## src/orange_tracker_macros.svh

```systemverilog
// ========================================
// build-time sizes and colour window
// FRAME_WIDTH must be a multiple of three
// depths and credit counts must be >= 2
// ========================================
`ifndef ORANGE_TRACKER_MACROS_SVH
`define ORANGE_TRACKER_MACROS_SVH

// pixels per line, split into left / centre / right thirds
`define FRAME_WIDTH 12

// ingress slots, upstream starts with this many credits
`define INGRESS_DEPTH 4

// egress slots, ingress starts with this many credits toward it
`define EGRESS_DEPTH 4

// credits the egress holds toward the display consumer after reset
`define OUT_CREDITS 4

// orange window on 4-bit components, bounds inclusive
`define R_MIN 10
`define G_MIN 3
`define G_MAX 9
`define B_MAX 5

// orange pixels per frame needed before a target is declared
`define DETECT_MIN 6

`endif

```

## src/orange_tracker_pkg.sv

```systemverilog
// ========================================
// shared types for the tracker datapath
// pixel_t is 15 bits, colour then flags
// ========================================

package orange_tracker_pkg;

  // one RGB444 pixel with its framing flags
  typedef struct packed {
    logic [3:0] r;
    logic [3:0] g;
    logic [3:0] b;
    // first pixel of the frame
    logic       sof;
    // last pixel of a line
    logic       eol;
    // last pixel of the frame
    logic       eof;
  } pixel_t;

  // third of the frame that holds the most orange pixels
  typedef enum logic [1:0] {
    DIR_NONE   = 2'd0,
    DIR_LEFT   = 2'd1,
    DIR_CENTER = 2'd2,
    DIR_RIGHT  = 2'd3
  } direction_e;

endpackage

```

## src/pixel_link.sv

```systemverilog
// ========================================
// credit link, one beat per valid cycle
// sink must never refuse a beat
// ========================================
`timescale 1ns/1ps
`include "orange_tracker_macros.svh"

interface pixel_link;

  // beat strobe, only while the source holds a credit
  logic                       valid;
  // pixel payload, meaningful when valid is high
  orange_tracker_pkg::pixel_t pix;
  // one pulse per slot freed in the sink
  logic                       credit;

  // producer side, spends credits
  modport source (
    output valid,
    output pix,
    input  credit
  );

  // consumer side, returns credits
  modport sink (
    input  valid,
    input  pix,
    output credit
  );

endinterface

```

## src/pixel_ingress.sv

```systemverilog
// ========================================
// input FIFO, upstream owns INGRESS_DEPTH
// credits, pops only with a credit held
// ========================================
`timescale 1ns/1ps
`include "orange_tracker_macros.svh"

module pixel_ingress (
  input  logic                       clk,
  input  logic                       rst,
  input  logic                       in_valid,
  input  orange_tracker_pkg::pixel_t in_pix,
  output logic                       in_credit,
  pixel_link.source                  down
);

  localparam int PTR_W = $clog2(`INGRESS_DEPTH);
  localparam int CNT_W = $clog2(`INGRESS_DEPTH + 1);
  localparam int CRD_W = $clog2(`EGRESS_DEPTH + 1);

  orange_tracker_pkg::pixel_t mem [`INGRESS_DEPTH];
  logic [PTR_W-1:0] wr_ptr;
  logic [PTR_W-1:0] rd_ptr;
  logic [CNT_W-1:0] fill;
  logic [CRD_W-1:0] credits;
  logic             pop;

  // head leaves as soon as something is stored and a downstream slot is free
  assign pop        = (fill != '0) && (credits != '0);
  assign down.valid = pop;
  assign down.pix   = mem[rd_ptr];
  // freed slot goes straight back upstream
  assign in_credit  = pop;

  // storage, upstream only sends with a credit so no overflow check
  always_ff @(posedge clk) begin
    if (in_valid) begin
      mem[wr_ptr] <= in_pix;
    end
  end

  always_ff @(posedge clk) begin
    if (rst) begin
      wr_ptr  <= '0;
      rd_ptr  <= '0;
      fill    <= '0;
      credits <= CRD_W'(`EGRESS_DEPTH);
    end else begin
      // circular pointers, explicit wrap for non power of two depths
      if (in_valid) begin
        wr_ptr <= (wr_ptr == PTR_W'(`INGRESS_DEPTH - 1)) ? '0 : wr_ptr + 1'b1;
      end
      if (pop) begin
        rd_ptr <= (rd_ptr == PTR_W'(`INGRESS_DEPTH - 1)) ? '0 : rd_ptr + 1'b1;
      end
      case ({in_valid, pop})
        2'b10:   fill <= fill + 1'b1;
        2'b01:   fill <= fill - 1'b1;
        default: fill <= fill;
      endcase
      // spend on pop, refill on each returned pulse
      case ({pop, down.credit})
        2'b10:   credits <= credits - 1'b1;
        2'b01:   credits <= credits + 1'b1;
        default: credits <= credits;
      endcase
    end
  end

endmodule

```

## src/target_finder.sv

```systemverilog
// ========================================
// one-stage orange mask, never stalls
// credits pass through unchanged
// ========================================
`timescale 1ns/1ps
`include "orange_tracker_macros.svh"

module target_finder (
  input  logic      clk,
  input  logic      rst,
  pixel_link.sink   up,
  pixel_link.source down,
  output logic      is_orange
);

  logic                       hit;
  orange_tracker_pkg::pixel_t masked;

  // window test on the incoming colour, bounds inclusive
  assign hit = (up.pix.r >= 4'(`R_MIN)) &&
               (up.pix.g >= 4'(`G_MIN)) &&
               (up.pix.g <= 4'(`G_MAX)) &&
               (up.pix.b <= 4'(`B_MAX));

  // black out anything outside the window
  always_comb begin
    masked = up.pix;
    if (!hit) begin
      masked.r = 4'd0;
      masked.g = 4'd0;
      masked.b = 4'd0;
    end
  end

  // payload register, qualified by down.valid
  always_ff @(posedge clk) begin
    if (up.valid) begin
      down.pix <= masked;
    end
  end

  // beat strobe and decision travel together
  always_ff @(posedge clk) begin
    if (rst) begin
      down.valid <= 1'b0;
      is_orange  <= 1'b0;
    end else begin
      down.valid <= up.valid;
      is_orange  <= up.valid && hit;
    end
  end

  // fixed one-cycle pipe, so egress slots map one to one onto upstream credits
  assign up.credit = down.credit;

endmodule

```

## src/classification.sv

```systemverilog
// ========================================
// per-frame orange count by column third
// result valid from frame_done until next
// ========================================
`timescale 1ns/1ps
`include "orange_tracker_macros.svh"

module classification (
  input  logic                           clk,
  input  logic                           rst,
  input  logic                           beat_valid,
  input  orange_tracker_pkg::pixel_t     beat_pix,
  input  logic                           is_orange,
  output logic                           frame_done,
  output logic                           orange_detected,
  output orange_tracker_pkg::direction_e direction
);

  localparam int COL_W = $clog2(`FRAME_WIDTH);
  localparam int THIRD = `FRAME_WIDTH / 3;
  localparam int CNT_W = 16;

  logic [COL_W-1:0] col;
  logic [COL_W-1:0] cur_col;
  logic [CNT_W-1:0] cnt_l;
  logic [CNT_W-1:0] cnt_c;
  logic [CNT_W-1:0] cnt_r;
  logic [CNT_W-1:0] nxt_l;
  logic [CNT_W-1:0] nxt_c;
  logic [CNT_W-1:0] nxt_r;
  logic [CNT_W+1:0] total;
  logic             hit;
  orange_tracker_pkg::direction_e best;

  // sof forces column zero even if the previous line was cut short
  assign cur_col = beat_pix.sof ? '0 : col;
  assign hit     = beat_valid && is_orange;

  // counts including the current beat, so the eof pixel is not missed
  assign nxt_l = cnt_l + CNT_W'(hit && (cur_col < COL_W'(THIRD)));
  assign nxt_c = cnt_c + CNT_W'(hit && (cur_col >= COL_W'(THIRD)) &&
                                (cur_col < COL_W'(2 * THIRD)));
  assign nxt_r = cnt_r + CNT_W'(hit && (cur_col >= COL_W'(2 * THIRD)));
  assign total = (CNT_W+2)'(nxt_l) + (CNT_W+2)'(nxt_c) + (CNT_W+2)'(nxt_r);

  // largest third wins, ties go to centre first, then left
  always_comb begin
    if ((nxt_c >= nxt_l) && (nxt_c >= nxt_r)) begin
      best = orange_tracker_pkg::DIR_CENTER;
    end else if (nxt_l >= nxt_r) begin
      best = orange_tracker_pkg::DIR_LEFT;
    end else begin
      best = orange_tracker_pkg::DIR_RIGHT;
    end
  end

  always_ff @(posedge clk) begin
    if (rst) begin
      col             <= '0;
      cnt_l           <= '0;
      cnt_c           <= '0;
      cnt_r           <= '0;
      frame_done      <= 1'b0;
      orange_detected <= 1'b0;
      direction       <= orange_tracker_pkg::DIR_NONE;
    end else begin
      frame_done <= 1'b0;
      if (beat_valid) begin
        col <= beat_pix.eol ? '0 : cur_col + 1'b1;
        if (beat_pix.eof) begin
          // decision taken on the eof beat, counts restart for the next frame
          frame_done      <= 1'b1;
          orange_detected <= (total >= (CNT_W+2)'(`DETECT_MIN));
          direction       <= (total >= (CNT_W+2)'(`DETECT_MIN)) ?
                             best : orange_tracker_pkg::DIR_NONE;
          cnt_l           <= '0;
          cnt_c           <= '0;
          cnt_r           <= '0;
        end else begin
          cnt_l <= nxt_l;
          cnt_c <= nxt_c;
          cnt_r <= nxt_r;
        end
      end
    end
  end

endmodule

```

## src/pixel_egress.sv

```systemverilog
// ========================================
// output FIFO, spends consumer credits
// consumer owns OUT_CREDITS after reset
// ========================================
`timescale 1ns/1ps
`include "orange_tracker_macros.svh"

module pixel_egress (
  input  logic                       clk,
  input  logic                       rst,
  pixel_link.sink                    up,
  output logic                       out_valid,
  output orange_tracker_pkg::pixel_t out_pix,
  input  logic                       out_credit
);

  localparam int PTR_W = $clog2(`EGRESS_DEPTH);
  localparam int CNT_W = $clog2(`EGRESS_DEPTH + 1);
  localparam int CRD_W = $clog2(`OUT_CREDITS + 1);

  orange_tracker_pkg::pixel_t mem [`EGRESS_DEPTH];
  logic [PTR_W-1:0] wr_ptr;
  logic [PTR_W-1:0] rd_ptr;
  logic [CNT_W-1:0] fill;
  logic [CRD_W-1:0] credits;
  logic             pop;

  // send whenever a pixel waits and the display has room
  assign pop       = (fill != '0) && (credits != '0);
  assign out_valid = pop;
  assign out_pix   = mem[rd_ptr];
  // each pop frees a slot, returned toward the ingress
  assign up.credit = pop;

  always_ff @(posedge clk) begin
    if (up.valid) begin
      mem[wr_ptr] <= up.pix;
    end
  end

  always_ff @(posedge clk) begin
    if (rst) begin
      wr_ptr  <= '0;
      rd_ptr  <= '0;
      fill    <= '0;
      credits <= CRD_W'(`OUT_CREDITS);
    end else begin
      if (up.valid) begin
        wr_ptr <= (wr_ptr == PTR_W'(`EGRESS_DEPTH - 1)) ? '0 : wr_ptr + 1'b1;
      end
      if (pop) begin
        rd_ptr <= (rd_ptr == PTR_W'(`EGRESS_DEPTH - 1)) ? '0 : rd_ptr + 1'b1;
      end
      case ({up.valid, pop})
        2'b10:   fill <= fill + 1'b1;
        2'b01:   fill <= fill - 1'b1;
        default: fill <= fill;
      endcase
      // external credit pool
      case ({pop, out_credit})
        2'b10:   credits <= credits - 1'b1;
        2'b01:   credits <= credits + 1'b1;
        default: credits <= credits;
      endcase
    end
  end

endmodule

```

## src/orange_tracker.sv

```systemverilog
// ========================================
// tracker top, single clock clk
// both pixel ports are credit based
// ========================================
`timescale 1ns/1ps
`include "orange_tracker_macros.svh"

module orange_tracker (
  input  logic       clk,
  input  logic       rst,
  input  logic       in_valid,
  input  logic [3:0] in_r,
  input  logic [3:0] in_g,
  input  logic [3:0] in_b,
  input  logic       in_sof,
  input  logic       in_eol,
  input  logic       in_eof,
  output logic       in_credit,
  output logic       out_valid,
  output logic [3:0] out_r,
  output logic [3:0] out_g,
  output logic [3:0] out_b,
  output logic       out_sof,
  output logic       out_eol,
  output logic       out_eof,
  input  logic       out_credit,
  output logic       frame_done,
  output logic       orange_detected,
  output logic [1:0] direction
);

  orange_tracker_pkg::pixel_t     in_pix;
  orange_tracker_pkg::pixel_t     out_pix;
  orange_tracker_pkg::direction_e dir;
  logic                           is_orange;

  // ingress to finder, finder to egress
  pixel_link link_find ();
  pixel_link link_out ();

  // pack the external pixel
  assign in_pix = '{r: in_r, g: in_g, b: in_b, sof: in_sof, eol: in_eol, eof: in_eof};

  // unpack toward the display
  assign out_r     = out_pix.r;
  assign out_g     = out_pix.g;
  assign out_b     = out_pix.b;
  assign out_sof   = out_pix.sof;
  assign out_eol   = out_pix.eol;
  assign out_eof   = out_pix.eof;
  assign direction = dir;

  pixel_ingress u_ingress (
    .clk      (clk),
    .rst      (rst),
    .in_valid (in_valid),
    .in_pix   (in_pix),
    .in_credit(in_credit),
    .down     (link_find.source)
  );

  target_finder u_finder (
    .clk      (clk),
    .rst      (rst),
    .up       (link_find.sink),
    .down     (link_out.source),
    .is_orange(is_orange)
  );

  // taps the finder output beat, not a link endpoint
  classification u_classifier (
    .clk            (clk),
    .rst            (rst),
    .beat_valid     (link_out.valid),
    .beat_pix       (link_out.pix),
    .is_orange      (is_orange),
    .frame_done     (frame_done),
    .orange_detected(orange_detected),
    .direction      (dir)
  );

  pixel_egress u_egress (
    .clk       (clk),
    .rst       (rst),
    .up        (link_out.sink),
    .out_valid (out_valid),
    .out_pix   (out_pix),
    .out_credit(out_credit)
  );

endmodule

```

## config.mk

```make
export PLATFORM = sky130hd
export DESIGN_NAME = orange_tracker
export DESIGN_NICKNAME = d
export VERILOG_FILES = /design/src/orange_tracker_pkg.sv /design/src/pixel_link.sv /design/src/pixel_ingress.sv /design/src/target_finder.sv /design/src/classification.sv /design/src/pixel_egress.sv /design/src/orange_tracker.sv
export VERILOG_INCLUDE_DIRS = /design/src
export SDC_FILE = /design/constraint.sdc
export NUM_CORES = 1
export LEC_CHECK = 0
export BUFFER_PORTS_ARGS = -buffer_cell sky130_fd_sc_hd__buf_2
export CAP_MARGIN = 25
export CELL_PAD_IN_SITES_DETAIL_PLACEMENT = 1
export CELL_PAD_IN_SITES_GLOBAL_PLACEMENT = 1
export CORE_MARGIN = 5
export CORE_UTILIZATION = 30
export DETAILED_ROUTE_END_ITERATION = 10
export PLACE_DENSITY_LB_ADDON = 0.1
export SLEW_MARGIN = 25
export SYNTH_ARGS = -nofsm -noshare
export SYNTH_HDL_FRONTEND = slang
export SYNTH_SLANG_ARGS = --single-unit
```

## constraint.sdc

```tcl
create_clock -name clk -period 6.2 [get_ports clk]
set_input_delay 0.62 -clock clk [delete_from_list [all_inputs] [get_ports clk]]
set_output_delay 0.62 -clock clk [all_outputs]
set_load 0.005 [all_outputs]
```

# Word level (Yosys, flattened, before mapping)
# Memory sizes are Yosys's and may differ from the RTL's. A register that Yosys moved wholly into a read port is not among the register bits.
# Index checks and enable logic that the tools add are counted.
# op_classes
n_lt_le_gt_ge	12
n_eq_ne	12
reduce_logical	22
n_mux	25
n_addsub	18
n_bitwise	1
# op_table
cell	count
adder 16 x 1 -> 16 bit	3
>= comparator 16 bit	3
2-to-1 mux 16 bit	3
one-hot mux 3 bit (2 select lines)	4
2-to-1 mux 2 bit	11
adder 18 x 16 -> 18 bit	1
>= comparator 18 x 3 -> 1 bit (second input constant)	1
adder 16 x 16 -> 17 bit	1
equality test 2 bit (second input constant)	8
adder 3 x 1 -> 3 bit (second input constant)	4
logical AND 1 bit	12
nonzero test 3 bit	4
subtractor 3 x 1 -> 3 bit (second input constant)	4
adder 2 x 1 -> 2 bit (second input constant)	4
equality test 2 x 1 -> 1 bit (second input constant)	4
>= comparator 4 bit (second input constant)	2
2-to-1 mux 4 bit	2
nonzero test 2 bit	4
2-to-1 mux 1 bit	5
adder 4 x 1 -> 4 bit (second input constant)	1
>= comparator 4 x 2 -> 1 bit (second input constant)	1
>= comparator 4 x 3 -> 1 bit (second input constant)	1
less-or-equal comparator 4 x 3 -> 1 bit (second input constant)	1
less-or-equal comparator 4 bit (second input constant)	1
5 further kinds	5
# totals
mem_count	2
input_bits	19
register_bits	93
ramBits	120
# mem_list
memory	words	width	rd	rd_clocked_by_memory_dff	write_ports	line	source
u_egress.mem	4	15	1	1	1	pixel_egress.sv:21	orange_tracker_pkg::pixel_t mem [`EGRESS_DEPTH];
u_ingress.mem	4	15	1	1	1	pixel_ingress.sv:21	orange_tracker_pkg::pixel_t mem [`INGRESS_DEPTH];

# Longest topological paths before layout
# Gate-level depths: netlist of the first run.
# depth
depth_word	9
depth_mapped	27
depth_no_buf	25

# Cells and area by module
# A second synthesis of the first run with hierarchy kept.
# unflattened
cells_unflattened	1093
hier_area_um2	12035.3
# by_module_without_submodules
module	cells_per_inst	area_each_um2	instances
classification	735	5594.1	1
pixel_egress	159	2891.5	1
pixel_ingress	159	2891.5	1
target_finder	40	658.1	1

# Worst setup path before layout of the first run
# OpenSTA, ideal clock, no wires.
# synth_path
path_kind	reg-to-reg
start	register u_finder.down.valid
end	register u_classifier.direction[0]
t_arrival_ps	5332
setup_time_ps	117
path_slack_ps	751
period_less_slack_ps	5449
path_stages_with_launch	28
path_cell_list	dfxtp_1 clkbuf_1 clkbuf_1 nand2_1 nor3_1 ha_1 and4_1 buf_2 nand2_1 nor2_2 nand3_1 xnor2_1 ha_1 clkbuf_1 nand2_1 a21oi_1 nor2_1 xnor2_1 ha_1 buf_6 and3_4 a2111oi_4 o32ai_1 nor4_1 o2111ai_1 nand4b_4 or3_1 a32o_1
# synth_between
elab_chain_cells	8
word_cells_on_any_way	17
# synth_rtl
element	line	source
start: declaration	pixel_link.sv:19	output valid,
logical AND 1 bit	classification.sv:37	assign hit = beat_valid && is_orange;
logical AND 1 bit (2 in series)	classification.sv:41	assign nxt_c = cnt_c + CNT_W'(hit && (cur_col >= COL_W'(THIRD)) &&
adder 16 x 1 -> 16 bit	classification.sv:41	
adder 16 x 16 -> 17 bit / >= comparator 16 bit (equally long branches)	classification.sv:44, classification.sv:48	
adder 18 x 16 -> 18 bit / logical AND 1 bit (equally long branches)	classification.sv:44, classification.sv:48	
>= comparator 18 x 3 -> 1 bit / 2-to-1 mux 2 bit (equally long branches)	classification.sv:74, classification.sv:48	
2-to-1 mux 2 bit	classification.sv:74	direction <= (total >= (CNT_W+2)'(`DETECT_MIN)) ?
end signal: assignment	classification.sv:65	direction <= orange_tracker_pkg::DIR_NONE;
end signal: assignment	classification.sv:74	
end: declaration	classification.sv:16	output orange_tracker_pkg::direction_e direction
# Several ways; a longest one is shown, not always the timed one.
# A chain may end at the register's enable or synchronous reset.

# Worst setup path in the final report of the first run
# layout_path
start	register u_finder.down.pix[2] (netlist name)
end	register u_classifier.direction[0]
# layout_between
elab_chain_cells	9
word_cells_on_any_way	20
# layout_rtl
element	line	source
2-to-1 mux 4 bit (*)	classification.sv:36	assign cur_col = beat_pix.sof ? '0 : col;
>= comparator 4 x 3 -> 1 bit	classification.sv:41	
logical AND 1 bit (2 in series)	classification.sv:41	
adder 16 x 1 -> 16 bit	classification.sv:41	
adder 16 x 16 -> 17 bit / >= comparator 16 bit (equally long branches)	classification.sv:44, classification.sv:48	
adder 18 x 16 -> 18 bit / logical AND 1 bit (equally long branches)	classification.sv:44, classification.sv:48	
>= comparator 18 x 3 -> 1 bit / 2-to-1 mux 2 bit (equally long branches)	classification.sv:74, classification.sv:48	
2-to-1 mux 2 bit (*)	classification.sv:74	
# Every way passes the cells marked *; elsewhere a longest branch is shown, timed or not.

==> results of run 1 <==
-- power groups by stage --
stage                     sequential [uW]  clock (uW)  combinational [uW]
after floorplan                      1910           0                 708
after global placement               1980           0                1050
after detailed placement             1990           0                1060
after CTS                            1960        1550                1070
after global routing                 1990        1610                1170
final                                1950        1480                1040
-- path summary, 6_finish.rpt --
check             depth (start not counted)                         to            startpoint
hold / removal                            1        u_ingress.mem[3][9]               in_g[2]
setup / recovery                         23  u_classifier.direction[0]  u_finder.down.pix[2]
setup reg to reg                         23  u_classifier.direction[0]  u_finder.down.pix[2]
hold reg to reg                           2        u_ingress.rd_ptr[1]   u_ingress.rd_ptr[1]
-- flip-flops by register name, indices dropped and copies added (netlist names), 3 cells and up, named ones only --
register and flops:
u_ingress.mem 60, u_finder.down.pix 15, u_classifier.col 4, u_egress.fill 3
u_egress.credits 3, u_classifier.cnt_r 16, u_egress.mem 60, u_classifier.cnt_c 16
u_ingress.credits 3, u_ingress.fill 3, u_classifier.cnt_l 16
-- worst max-delay path, stage by stage, from the launching register on --
cell	delay (ns)
edfxtp_1	0.38
nand2b_1	0.18
nor3_1	0.25
ha_1	0.23
and4_1	0.32
nand2_1	0.20
xnor2_1	0.22
ha_1	0.27
nor2b_1	0.19
nand2_1	0.08
nor3_1	0.26
o21ai_0	0.22
a21oi_2	0.23
nor2_1	0.10
xnor2_1	0.13
ha_1	0.40
and3_4	0.25
a2111oi_4	0.28
o32ai_1	0.12
nor4_1	0.29
o2111ai_1	0.15
nand4b_4	0.21
or3_1	0.38
a32o_1	0.25
-- logic make-up after synthesis --
family / Yosys count / share of synthesized area (%)
other: 1 / 0.0316
flip-flops: 217 / 47.9
buffers and inverters: 111 / 3.73
multiplexers: 36 / 5.99
AND/OR/NAND/NOR: 318 / 13.1
XOR/XNOR: 72 / 5.37
adder cells (fa/ha/maj): 107 / 11.6
AO/OA/AOI/OAI: 222 / 12.2
-- timing repair --
| item | 4_1_cts | 5_1_grt |
|---|---|---|
| hold buffers | 0 | 0 |
| endpoints found under the setup margin | 0 | 3 |
| gates resized for setup | 0 | 3 |
-- final cells by class --
type | count | share of cell area [%]
Clock buffer | 30 | 5.00
Clock inverter | 16 | 1.10
Timing Repair Buffer | 53 | 2.22
Inverter | 67 | 1.86
Antenna cell | 1 | 0.0185
Sequential cell | 217 | 42.1
Tap cell | 525 | 4.86
Multi-Input combinational cell | 756 | 42.8
-- through the flow --
stage	instance area [um2]	util, %	hold WS (ns)	setup WS [ns]	power [uW]
CTS	13500	34.2	0.254	0.357	4580
global placement	12700	32.1	0.472	0.531	3040
finish	13500	34.3	0.288	0.496	4470
detailed placement	12700	32.1	0.474	0.423	3050
global route	13500	34.3	0.262	0.00380	4770
floorplan	11900	-	0.454	0.751	2610
-- synthesized netlist by cell type, types with 7 or more instances --
master / n
ha_1: 99
nand2_1: 47
and2_1: 20
o21ai_0: 45
a21oi_1: 61
nand2b_1: 8
nor2b_1: 13
mux4_2: 28
clkbuf_1: 32
dfxtp_1: 82
a31oi_1: 8
o21bai_1: 7
xnor2_1: 31
buf_2: 9
nor3_1: 28
edfxtp_1: 135
a22oi_1: 34
nor2_1: 118
nand4_1: 9
a21o_1: 17
mux2i_1: 7
and3_1: 14
xor2_1: 40
nand3_1: 29
inv_1: 66
or3_1: 10
-- routing by layer --
metal / global-route usage (%) / vias to the layer above
met5: 0 / -
met4: 3.08 / 0
met3: 1.98 / 32
met2: 23.2 / 80
met1: 19.9 / 4081
li1: - / 4047
==> metrics, run 1 <==
post-synth design cell area=0.0119 mm2; GRT Overall Usage=14.1%; R2R setup slack=0.50 ns; row count=73; final RePlAce weighted congestion=0.836; Sw Share=31.1%; DP Wirelength=22100 um; number of CTS-inserted buffers=26; area of the multi-input gates=0.00579 mm2; clock tree buffer depth=3; met3 routed WL=805 um; total negative slack=0 ns; final setup fails=0; CP arrival=6.14 ns; met2 WL post-DR=14300 um; Congestion Overflow GR=0; Data required, critical path=6.63 ns; Ys Warns=0; IR drop worst, VDD=0.000248 V; WL final=30900 um; number of routed nets with antenna violations=0; sequential fraction of the synthesis area=47.9%; P_int=3080 uW; initial antenna violation count=1; Worst setup EP type=register; initial core utilization=30.1%; Setup Skew=0.0108 ns; CP max FO=9; Yosys top cell area share=34.1%; drt first-iter violations=371; run status=finished clean; EDFF count, synth=135; total clock sinks=217; DR vias=8240; Core ar.=0.0395 mm2; clock period minus final worst setup slack=5.70 ns; Clk network pwr share=33.2%; worst rel slew slack=39.5%; part of the cycle the worst path needs=92.0%; Die Area=0.0437 mm2; M1 WL=15100 um; CTS HTree Levels=1; Die Y=209 um; most common cell after layout, fill and taps aside=edfxtp_1; Top Metal Used=met4; Peak Freq=0.175 GHz; later-pin clock latency in the skew report=0.55 ns; Non-Filler Instances=1665; most frequent cells in the layout=135 x edfxtp_1, 117 x nor2_1, 99 x ha_1; RSZ-0062 raised after global routing=no; maxcap violations=0; router iterations before antenna repair=4; Inst Count DP=1618; Port Buf Inserts=39; nets=1245; register bit count reported by yosys=217; P_leak=0.00519 uW; HP Class=primary input to register; number of global-route vias before repair=8577; Synth area leader=edfxtp_1; Fillers=4390; NetSw=1390 uW; layout cells sized above 1=12.1%; clk slew on worst S/H paths=0.06 ns; Post-Syn Area per Cell=11.0 um2; Area Growth Syn to Fin=13.7%; largest net degree at the start of global routing=66; DR WL/cell=18.6 um; post-synthesis async set-or-reset flop share=0%; worst slew pin tran=0.907 ns; global-route wire length before repair=49800 um; Seq pwr share=43.6%; Gate Count Post-Synth=1084; register area=0.00570 mm2; synth top area cells=edfxtp_1 34%, dfxtp_1 14%, ha_1 10%, mux4_2 5.3%, nor2_1 3.7%; Synth Flop Type=edfxtp_1; vias per cell=4.95; Top Ports=40; Yosys cell types=69; post-CTS setup repair buffer count=0; logic gate share of total power=23.2%; kind of critical path=register to register; max-slew violations=0; TritonCTS clock tree=done; DIE WIDTH=209 um; DRC viols=0; clock root buffer=clkbuf_16; Setup crit start kind=register; Hold Vio Cnt, Final=0; cell area power density=331 mW/mm2; Mapped Nets=1208
Power figures use the tool's default switching activity.
==> inputs of run 2 (changes only) <==
--- a/config.mk
+++ b/config.mk
@@ -6,13 +6,13 @@
 export SDC_FILE = /design/constraint.sdc
 export NUM_CORES = 1
 export LEC_CHECK = 0
-export BUFFER_PORTS_ARGS = -buffer_cell sky130_fd_sc_hd__buf_2
 export CAP_MARGIN = 25
 export CELL_PAD_IN_SITES_DETAIL_PLACEMENT = 1
 export CELL_PAD_IN_SITES_GLOBAL_PLACEMENT = 1
 export CORE_MARGIN = 5
 export CORE_UTILIZATION = 30
 export DETAILED_ROUTE_END_ITERATION = 10
+export DONT_BUFFER_PORTS = 1
 export PLACE_DENSITY_LB_ADDON = 0.1
 export SLEW_MARGIN = 25
 export SYNTH_ARGS = -nofsm -noshare
==> run 2 against run 1 <==
Compared with the run above: combinational power about the same; non-clock buffer count decreased by 37; core utilization decreased by 0.38 points; cell count decreased by 2.1%; first-iteration DRC count increased by 27%; via count decreased by 3.1%; cell area decreased by 1.1%; sequential cell count unchanged; setup slack improved by 0.051 ns.
==> metrics, run 2 (same netlist as run 1, synthesis figures left out) <==
Hold Vio Cnt, Final=0 (unchanged); router iterations before antenna repair=6 (was 4); clock root buffer=clkbuf_16 (unchanged); later-pin clock latency in the skew report=0.57 ns (was 0.55 ns); clock tree buffer depth=3 (unchanged); GRT Overall Usage=14.1% (about the same); hold path depth=1 (unchanged); DRC viols=0 (unchanged); WHS Endpoint=u_classifier.cnt_c[15] (was u_ingress.mem[3][9]); DR vias=7987 (was 8240); clk slew on worst S/H paths=0.06 ns (about the same); run status=finished clean (unchanged); final hold slack=0.128 ns (was 0.288 ns); Top Ports=40 (unchanged); reg2reg end=u_classifier.direction[0] (unchanged); drt first-iter violations=472 (was 371); min-delay src=rst (was in_g[2]); ANT cells=0 (was 1); Setup crit start kind=register (unchanged); overall power=4490 uW (was 4470 uW); worst rel slew slack=41.8% (was 39.5%); initial antenna violation count=1 (unchanged); Post-CTS Hold Fix Bufs=0 (unchanged); Port Buf Inserts=0 (was 39); Congestion Overflow GR=0 (unchanged); number of CTS-inserted buffers=27 (was 26); post-CTS setup repair buffer count=0 (unchanged); slowest CP cell=ha_1 (unchanged); total clock sinks=217 (unchanged); HP Class=primary input to register (unchanged); TritonCTS clock tree=done (unchanged); kind of critical path=register to register (unchanged); Setup Skew=0.0105 ns (was 0.0108 ns); Fillers=4358 (was 4390); largest net degree at the start of global routing=75 (was 66); Top cell by count, worst path=ha_1 (unchanged); DP Wirelength=21900 um (was 22100 um); Die Area=0.0437 mm2 (unchanged); vias per cell=4.90 (was 4.95); cell area power density=336 mW/mm2 (was 331 mW/mm2); number of routed nets with antenna violations=0 (unchanged); Peak Freq=0.177 GHz (was 0.175 GHz); nets=1209 (was 1245); most frequent cells in the layout=135 x edfxtp_1, 117 x nor2_1, 99 x ha_1 (unchanged); worst-case reg-to-reg path depth=24 (was 23); P_leak=0.00503 uW (was 0.00519 uW); Design Area, Final=0.0134 mm2 (was 0.0135 mm2); clock period minus final worst setup slack=5.65 ns (was 5.70 ns); part of the cycle the worst path needs=91.2% (was 92.0%); most common cell after layout, fill and taps aside=edfxtp_1 (unchanged); Die Y=209 um (unchanged); initial core utilization=30.1% (unchanged); Core ar.=0.0395 mm2 (unchanged); final RePlAce weighted congestion=0.785 (was 0.836); Reg-to-Reg Start=u_finder.down.pix[2] (unchanged); R2R setup slack=0.55 ns (was 0.50 ns); Data required, critical path=6.65 ns (was 6.63 ns); WL final=31300 um (was 30900 um); CTS HTree Levels=1 (unchanged); final core area utilization=33.9% (was 34.3%); IR drop worst, VDD=0.000228 V (was 0.000248 V); CP arrival=6.10 ns (was 6.14 ns); Largest stage delay, worst path=0.43 ns (was 0.40 ns); total negative slack=0 ns (unchanged); number of global-route vias before repair=8374 (was 8577); Top Registers=u_egress.mem (60), u_ingress.mem (60) (unchanged); Post-DP Area=0.0125 mm2 (was 0.0127 mm2); max-slew violations=0 (unchanged); Area Growth Syn to Fin=12.5% (was 13.7%); RSZ-0062 raised after global routing=no (unchanged); row count=73 (unchanged); DR WL/cell=19.2 um (was 18.6 um); worst slew pin tran=0.872 ns (was 0.907 ns); final setup fails=0 (unchanged); maxcap violations=0 (unchanged); global-route wire length before repair=49400 um (was 49800 um); CP max FO=10 (was 9); layout cells sized above 1=9.14% (was 12.1%); Worst setup EP type=register (unchanged); DIE WIDTH=209 um (unchanged); worst-path cell chain=buf_4, nor2_1, nor2_1, ha_1, and3_1, and3_1, xor2_1, ha_1, a21oi_1, nand2_1, nand2_1, a31oi_1, or2_2, a21oi_1, xnor2_1, ha_1, and3_4, a2111oi_4, o32ai_1, nor4_1, o2111ai_1, nand4b_4, or3_1, a32o_1 (was nand2b_1, nor3_1, ha_1, and4_1, nand2_1, xnor2_1, ha_1, nor2b_1, nand2_1, nor3_1, o21ai_0, a21oi_2, nor2_1, xnor2_1, ha_1, and3_4, a2111oi_4, o32ai_1, nor4_1, o2111ai_1, nand4b_4, or3_1, a32o_1)
==> run 2: worst max path at each step <==
stage                               from                   endpoint
finish              u_finder.down.pix[2]  u_classifier.direction[0]
CTS                 u_finder.down.pix[2]  u_classifier.direction[1]
floorplan            u_finder.down.valid  u_classifier.direction[0]
global placement    u_finder.down.pix[2]  u_classifier.direction[0]
detailed placement  u_finder.down.pix[2]  u_classifier.direction[0]
global route        u_finder.down.pix[2]  u_classifier.direction[0]
==> run 2: worst max-delay path, delay by kind of cell, from the launching register on <==
family	cells	cell delay, ns
buffers and inverters	1	0.16
XOR/XNOR	2	0.43
flip-flops	1	0.33
adder cells (fa/ha/maj)	3	1.03
AO/OA/AOI/OAI	7	1.23
AND/OR/NAND/NOR	11	2.34
==> run 2: area by class of cell <==
| class | count | area, um2 | area share [%] |
|---|---|---|---|
| repair buffers | 16 | 120 | 0.898 |
| inverters | 67 | 251 | 1.88 |
| clock buffers | 33 | 708 | 5.30 |
| clock inverters | 16 | 153 | 1.14 |
| flip-flops and latches | 217 | 5700 | 42.6 |
| multi-input cells | 756 | 5780 | 43.3 |
| well taps | 525 | 657 | 4.91 |
==> run 2: layer usage <==
metal / wire (um) / GRT usage [%] / vias up / part of all wire (%)
met4: 489 / 2.88 / 0 / 1.6
met1: 15400 / 20.3 / 3907 / 49
li1: - / - / 3967 / -
met5: 0 / 0 / - / 0
met2: 14300 / 22.5 / 78 / 46
met3: 1110 / 2.39 / 35 / 3.5
==> run 2: where the power goes <==
group	internal [uW]	leakage, uW	total, uW	switching, uW
Clock	898	0.000410	1550	649
Combinational	376	0.00271	1010	633
Sequential	1800	0.00191	1930	131
Total	3070	0.00503	4490	1410
==> run 2: timing repair <==
| item | CTS | global route |
|---|---|---|
| endpoints found under the hold margin | 0 | 0 |
| endpoints found under the setup margin | 0 | 3 |
| resized for setup | 0 | 3 |
==> run 2: per-stage QoR <==
step / std cells / setup slack, ns
after floorplan: 1084 / 0.751
after global placement: 1581 / 0.525
after detailed placement: 1581 / 0.403
after CTS: 1630 / 0.355
after global routing: 1630 / 0.0304
final: 1630 / 0.547
==> inputs of run 3 (changes only) <==
--- a/config.mk
+++ b/config.mk
@@ -13,8 +13,9 @@
 export CORE_UTILIZATION = 30
 export DETAILED_ROUTE_END_ITERATION = 10
 export DONT_BUFFER_PORTS = 1
-export PLACE_DENSITY_LB_ADDON = 0.1
+export PLACE_DENSITY = 0.54
 export SLEW_MARGIN = 25
 export SYNTH_ARGS = -nofsm -noshare
 export SYNTH_HDL_FRONTEND = slang
+export SYNTH_HIERARCHICAL = 1
 export SYNTH_SLANG_ARGS = --single-unit
==> run 3 against run 2 <==
Compared with the run above: clock power is essentially flat; maximum frequency shrank 5.8%; core utilization grew 1.5 points; via count grew 4.0%; cell count grew 3.4%; sequential cell count is the same; sequential share of layout area shrank 2.1 points; synthesized cell count grew 0.83%; critical endpoint is now u_classifier/orange_detected; largest power group unchanged; highest routed layer unchanged.
==> metrics, run 3 <==
synth cell count leaders=135 x edfxtp_1, 100 x nor2_1, 99 x ha_1 (was 135 x edfxtp_1, 118 x nor2_1, 99 x ha_1); row count=73 (unchanged); later-pin clock latency in the skew report=0.55 ns (was 0.57 ns); Top Ports=40 (unchanged); Worst setup EP type=register (unchanged); Top cell by count, worst path=and3_4 (was ha_1); Die Area=0.0442 mm2 (was 0.0437 mm2); EDFF count, synth=135 (unchanged); DIE WIDTH=210 um (was 209 um); WL final=29700 um (was 31300 um); nets=1266 (was 1209); clock tree buffer depth=3 (unchanged); min-delay src=rst (unchanged); initial antenna violation count=0 (was 1); run status=finished clean (unchanged); final hold slack=0.132 ns (was 0.128 ns); maxcap violations=0 (unchanged); initial core utilization=30.3% (was 30.1%); Synth area leader=edfxtp_1 (unchanged); final setup fails=0 (unchanged); P_leak=0.00542 uW (was 0.00503 uW); GRT Overall Usage=13.3% (was 14.1%); CP arrival=6.41 ns (was 6.10 ns); DP Wirelength=21300 um (was 21900 um); Gate Count Post-Synth=1093 (was 1084); post-synthesis async set-or-reset flop share=0% (unchanged); layout cells sized above 1=15.8% (was 9.14%); number of CTS-inserted buffers=26 (was 27); synth top area cells=edfxtp_1 34%, dfxtp_1 14%, ha_1 10%, mux4_2 5.6%, a21oi_1 3.4% (was edfxtp_1 34%, dfxtp_1 14%, ha_1 10%, mux4_2 5.3%, nor2_1 3.7%); vias per cell=4.93 (was 4.90); reg2reg end=u_classifier/orange_detected (was u_classifier.direction[0]); part of the cycle the worst path needs=96.8% (was 91.2%); TritonCTS clock tree=done (unchanged); CTS HTree Levels=1 (unchanged); max-slew violations=0 (unchanged); HP Class=primary input to register (unchanged); DR vias=8306 (was 7987); post-synth design cell area=0.0120 mm2 (was 0.0119 mm2); Top Registers=u_egress/mem (60), u_ingress/mem (60) (was u_egress.mem (60), u_ingress.mem (60)); Post-CTS Hold Fix Bufs=0 (unchanged); Setup crit start kind=register (unchanged); Congestion Overflow GR=0 (unchanged); clk slew on worst S/H paths=0.06 ns (about the same); Post-DP Area=0.0131 mm2 (was 0.0125 mm2); register bit count reported by yosys=217 (unchanged); largest net degree at the start of global routing=95 (was 75); CP max FO=3 (was 10); R2R setup slack=0.20 ns (was 0.55 ns); most frequent cell after synthesis=edfxtp_1 (unchanged); number of global-route vias before repair=8658 (was 8374); worst-case reg-to-reg path depth=25 (was 24); RSZ-0062 raised after global routing=yes (was no); most common cell after layout, fill and taps aside=edfxtp_1 (unchanged); worst rel slew slack=31.3% (was 41.8%); global-route wire length before repair=47800 um (was 49400 um); total clock sinks=217 (unchanged); clock period minus final worst setup slack=6.00 ns (was 5.65 ns); number of routed nets with antenna violations=0 (unchanged); Yosys cell types=65 (was 69); sequential fraction of the synthesis area=47.3% (was 47.9%); DR WL/cell=17.6 um (was 19.2 um); cell area power density=322 mW/mm2 (was 336 mW/mm2); ANT cells=0 (unchanged); Setup Skew=0.0141 ns (was 0.0105 ns); Post-Syn Area per Cell=11.0 um2 (about the same); Reg-to-Reg Start=u_finder/down.pix[2] (was u_finder.down.pix[2]); worst slew pin tran=1.03 ns (was 0.872 ns); clock root buffer=clkbuf_16 (unchanged); Ys Warns=6 (was 0); Hold Vio Cnt, Final=0 (unchanged); final RePlAce weighted congestion=0.767 (was 0.785); Peak Freq=0.167 GHz (was 0.177 GHz); Data required, critical path=6.61 ns (was 6.65 ns); Critical path origin=u_finder/down.pix[2] (was u_finder.down.pix[2]); kind of critical path=register to register (unchanged); Yosys top cell area share=33.7% (was 34.1%); Largest stage delay, worst path=0.52 ns (was 0.43 ns); Area Growth Syn to Fin=16.8% (was 12.5%); DRC viols=0 (unchanged); slowest CP cell=or4_1 (was ha_1); Design Area, Final=0.0141 mm2 (was 0.0134 mm2); Mapped Nets=1217 (was 1208); WHS Endpoint=u_ingress/rd_ptr[0] (was u_classifier.cnt_c[15]); router iterations before antenna repair=4 (was 6); Die Y=210 um (was 209 um); Port Buf Inserts=0 (unchanged); drt first-iter violations=411 (was 472); most frequent cells in the layout=135 x edfxtp_1, 100 x nor2_1, 94 x ha_1 (was 135 x edfxtp_1, 117 x nor2_1, 99 x ha_1); Synth Flop Type=edfxtp_1 (unchanged); hold path depth=1 (unchanged); Core ar.=0.0397 mm2 (was 0.0395 mm2); IR drop worst, VDD=0.000322 V (was 0.000228 V)
-- run 3: per-stage QoR --
step	cells	setup WS, ns	TNS (ns)	total power [uW]	util [%]
detailed placement	1636	-0.114	-0.257	3060	32.9
global route	1686	-0.0912	-0.140	4810	35.4
floorplan	1093	0.00391	0	2760	-
CTS	1683	0.0781	0	4620	35.0
finish	1686	0.198	0	4530	35.4
global placement	1636	0.0350	0	3030	32.9
-- run 3: cells by family (layout without fill, tap and decap cells) --
group	count (synthesis)	in the layout	share of synthesized area, %
AO/OA/AOI/OAI	223	223	11.3
AND/OR/NAND/NOR	330	330	14.8
multiplexers	43	43	6.72
other	1	1	0.0312
adder cells (fa/ha/maj)	105	105	11.3
XOR/XNOR	65	65	4.73
flip-flops	217	217	47.3
buffers and inverters	109	177	3.76
-- run 3: what timing repair did --
action,in CTS,in global routing
pin swaps,5,6
setup buffers,0,3
resized for setup,0,26
endpoints found under the setup margin,3,3
-- run 3: area by class of cell --
| class | count | area, um2 |
|---|---|---|
| Fill cell | 4370 | 25700 |
| Clock inverter | 11 | 170 |
| Sequential cell | 217 | 5700 |
| Multi-Input combinational cell | 767 | 6070 |
| Timing Repair Buffer | 70 | 546 |
| Inverter | 60 | 225 |
| Tap cell | 525 | 657 |
| Clock buffer | 36 | 698 |
-- run 3: report_power, final --
| part | leakage [uW] | internal [uW] | total (uW) | switching [uW] |
|---|---|---|---|---|
| logic | 0.00309 | 414 | 1040 | 624 |
| clock network | 0.000413 | 921 | 1540 | 616 |
| registers | 0.00191 | 1810 | 1960 | 148 |
-- run 3: critical path: cells and delay by family (launching register included) --
kind / cells / cell delay [ns]
flip-flops: 1 / 0.39
XOR/XNOR: 1 / 0.08
adder cells (fa/ha/maj): 4 / 0.79
AND/OR/NAND/NOR: 16 / 3.91
AO/OA/AOI/OAI: 4 / 0.66
-- run 3: how the worst max path moves through the flow --
stage	to	slack, ns	cells past startpoint
2_1_floorplan	u_classifier/orange_detected	0.004	26
3_3_place_gp	u_classifier/orange_detected	0.03	25
3_5_place_dp	u_classifier/orange_detected	-0.11	25
4_1_cts	u_classifier/orange_detected	0.08	25
5_1_grt	u_classifier/orange_detected	-0.09	25
6_report	u_classifier/orange_detected	0.20	25
-- run 3: metal layers --
| layer | routed length (um) | global-route usage [%] | vias up | part of all wire (%) |
|---|---|---|---|---|
| met2 | 13300 | 21.0 | 76 | 45 |
| met5 | 0 | 0 | - | 0 |
| met4 | 544 | 2.86 | 0 | 1.8 |
| li1 | - | - | 4104 | - |
| met1 | 14800 | 19.1 | 4089 | 50 |
| met3 | 1090 | 2.50 | 37 | 3.6 |
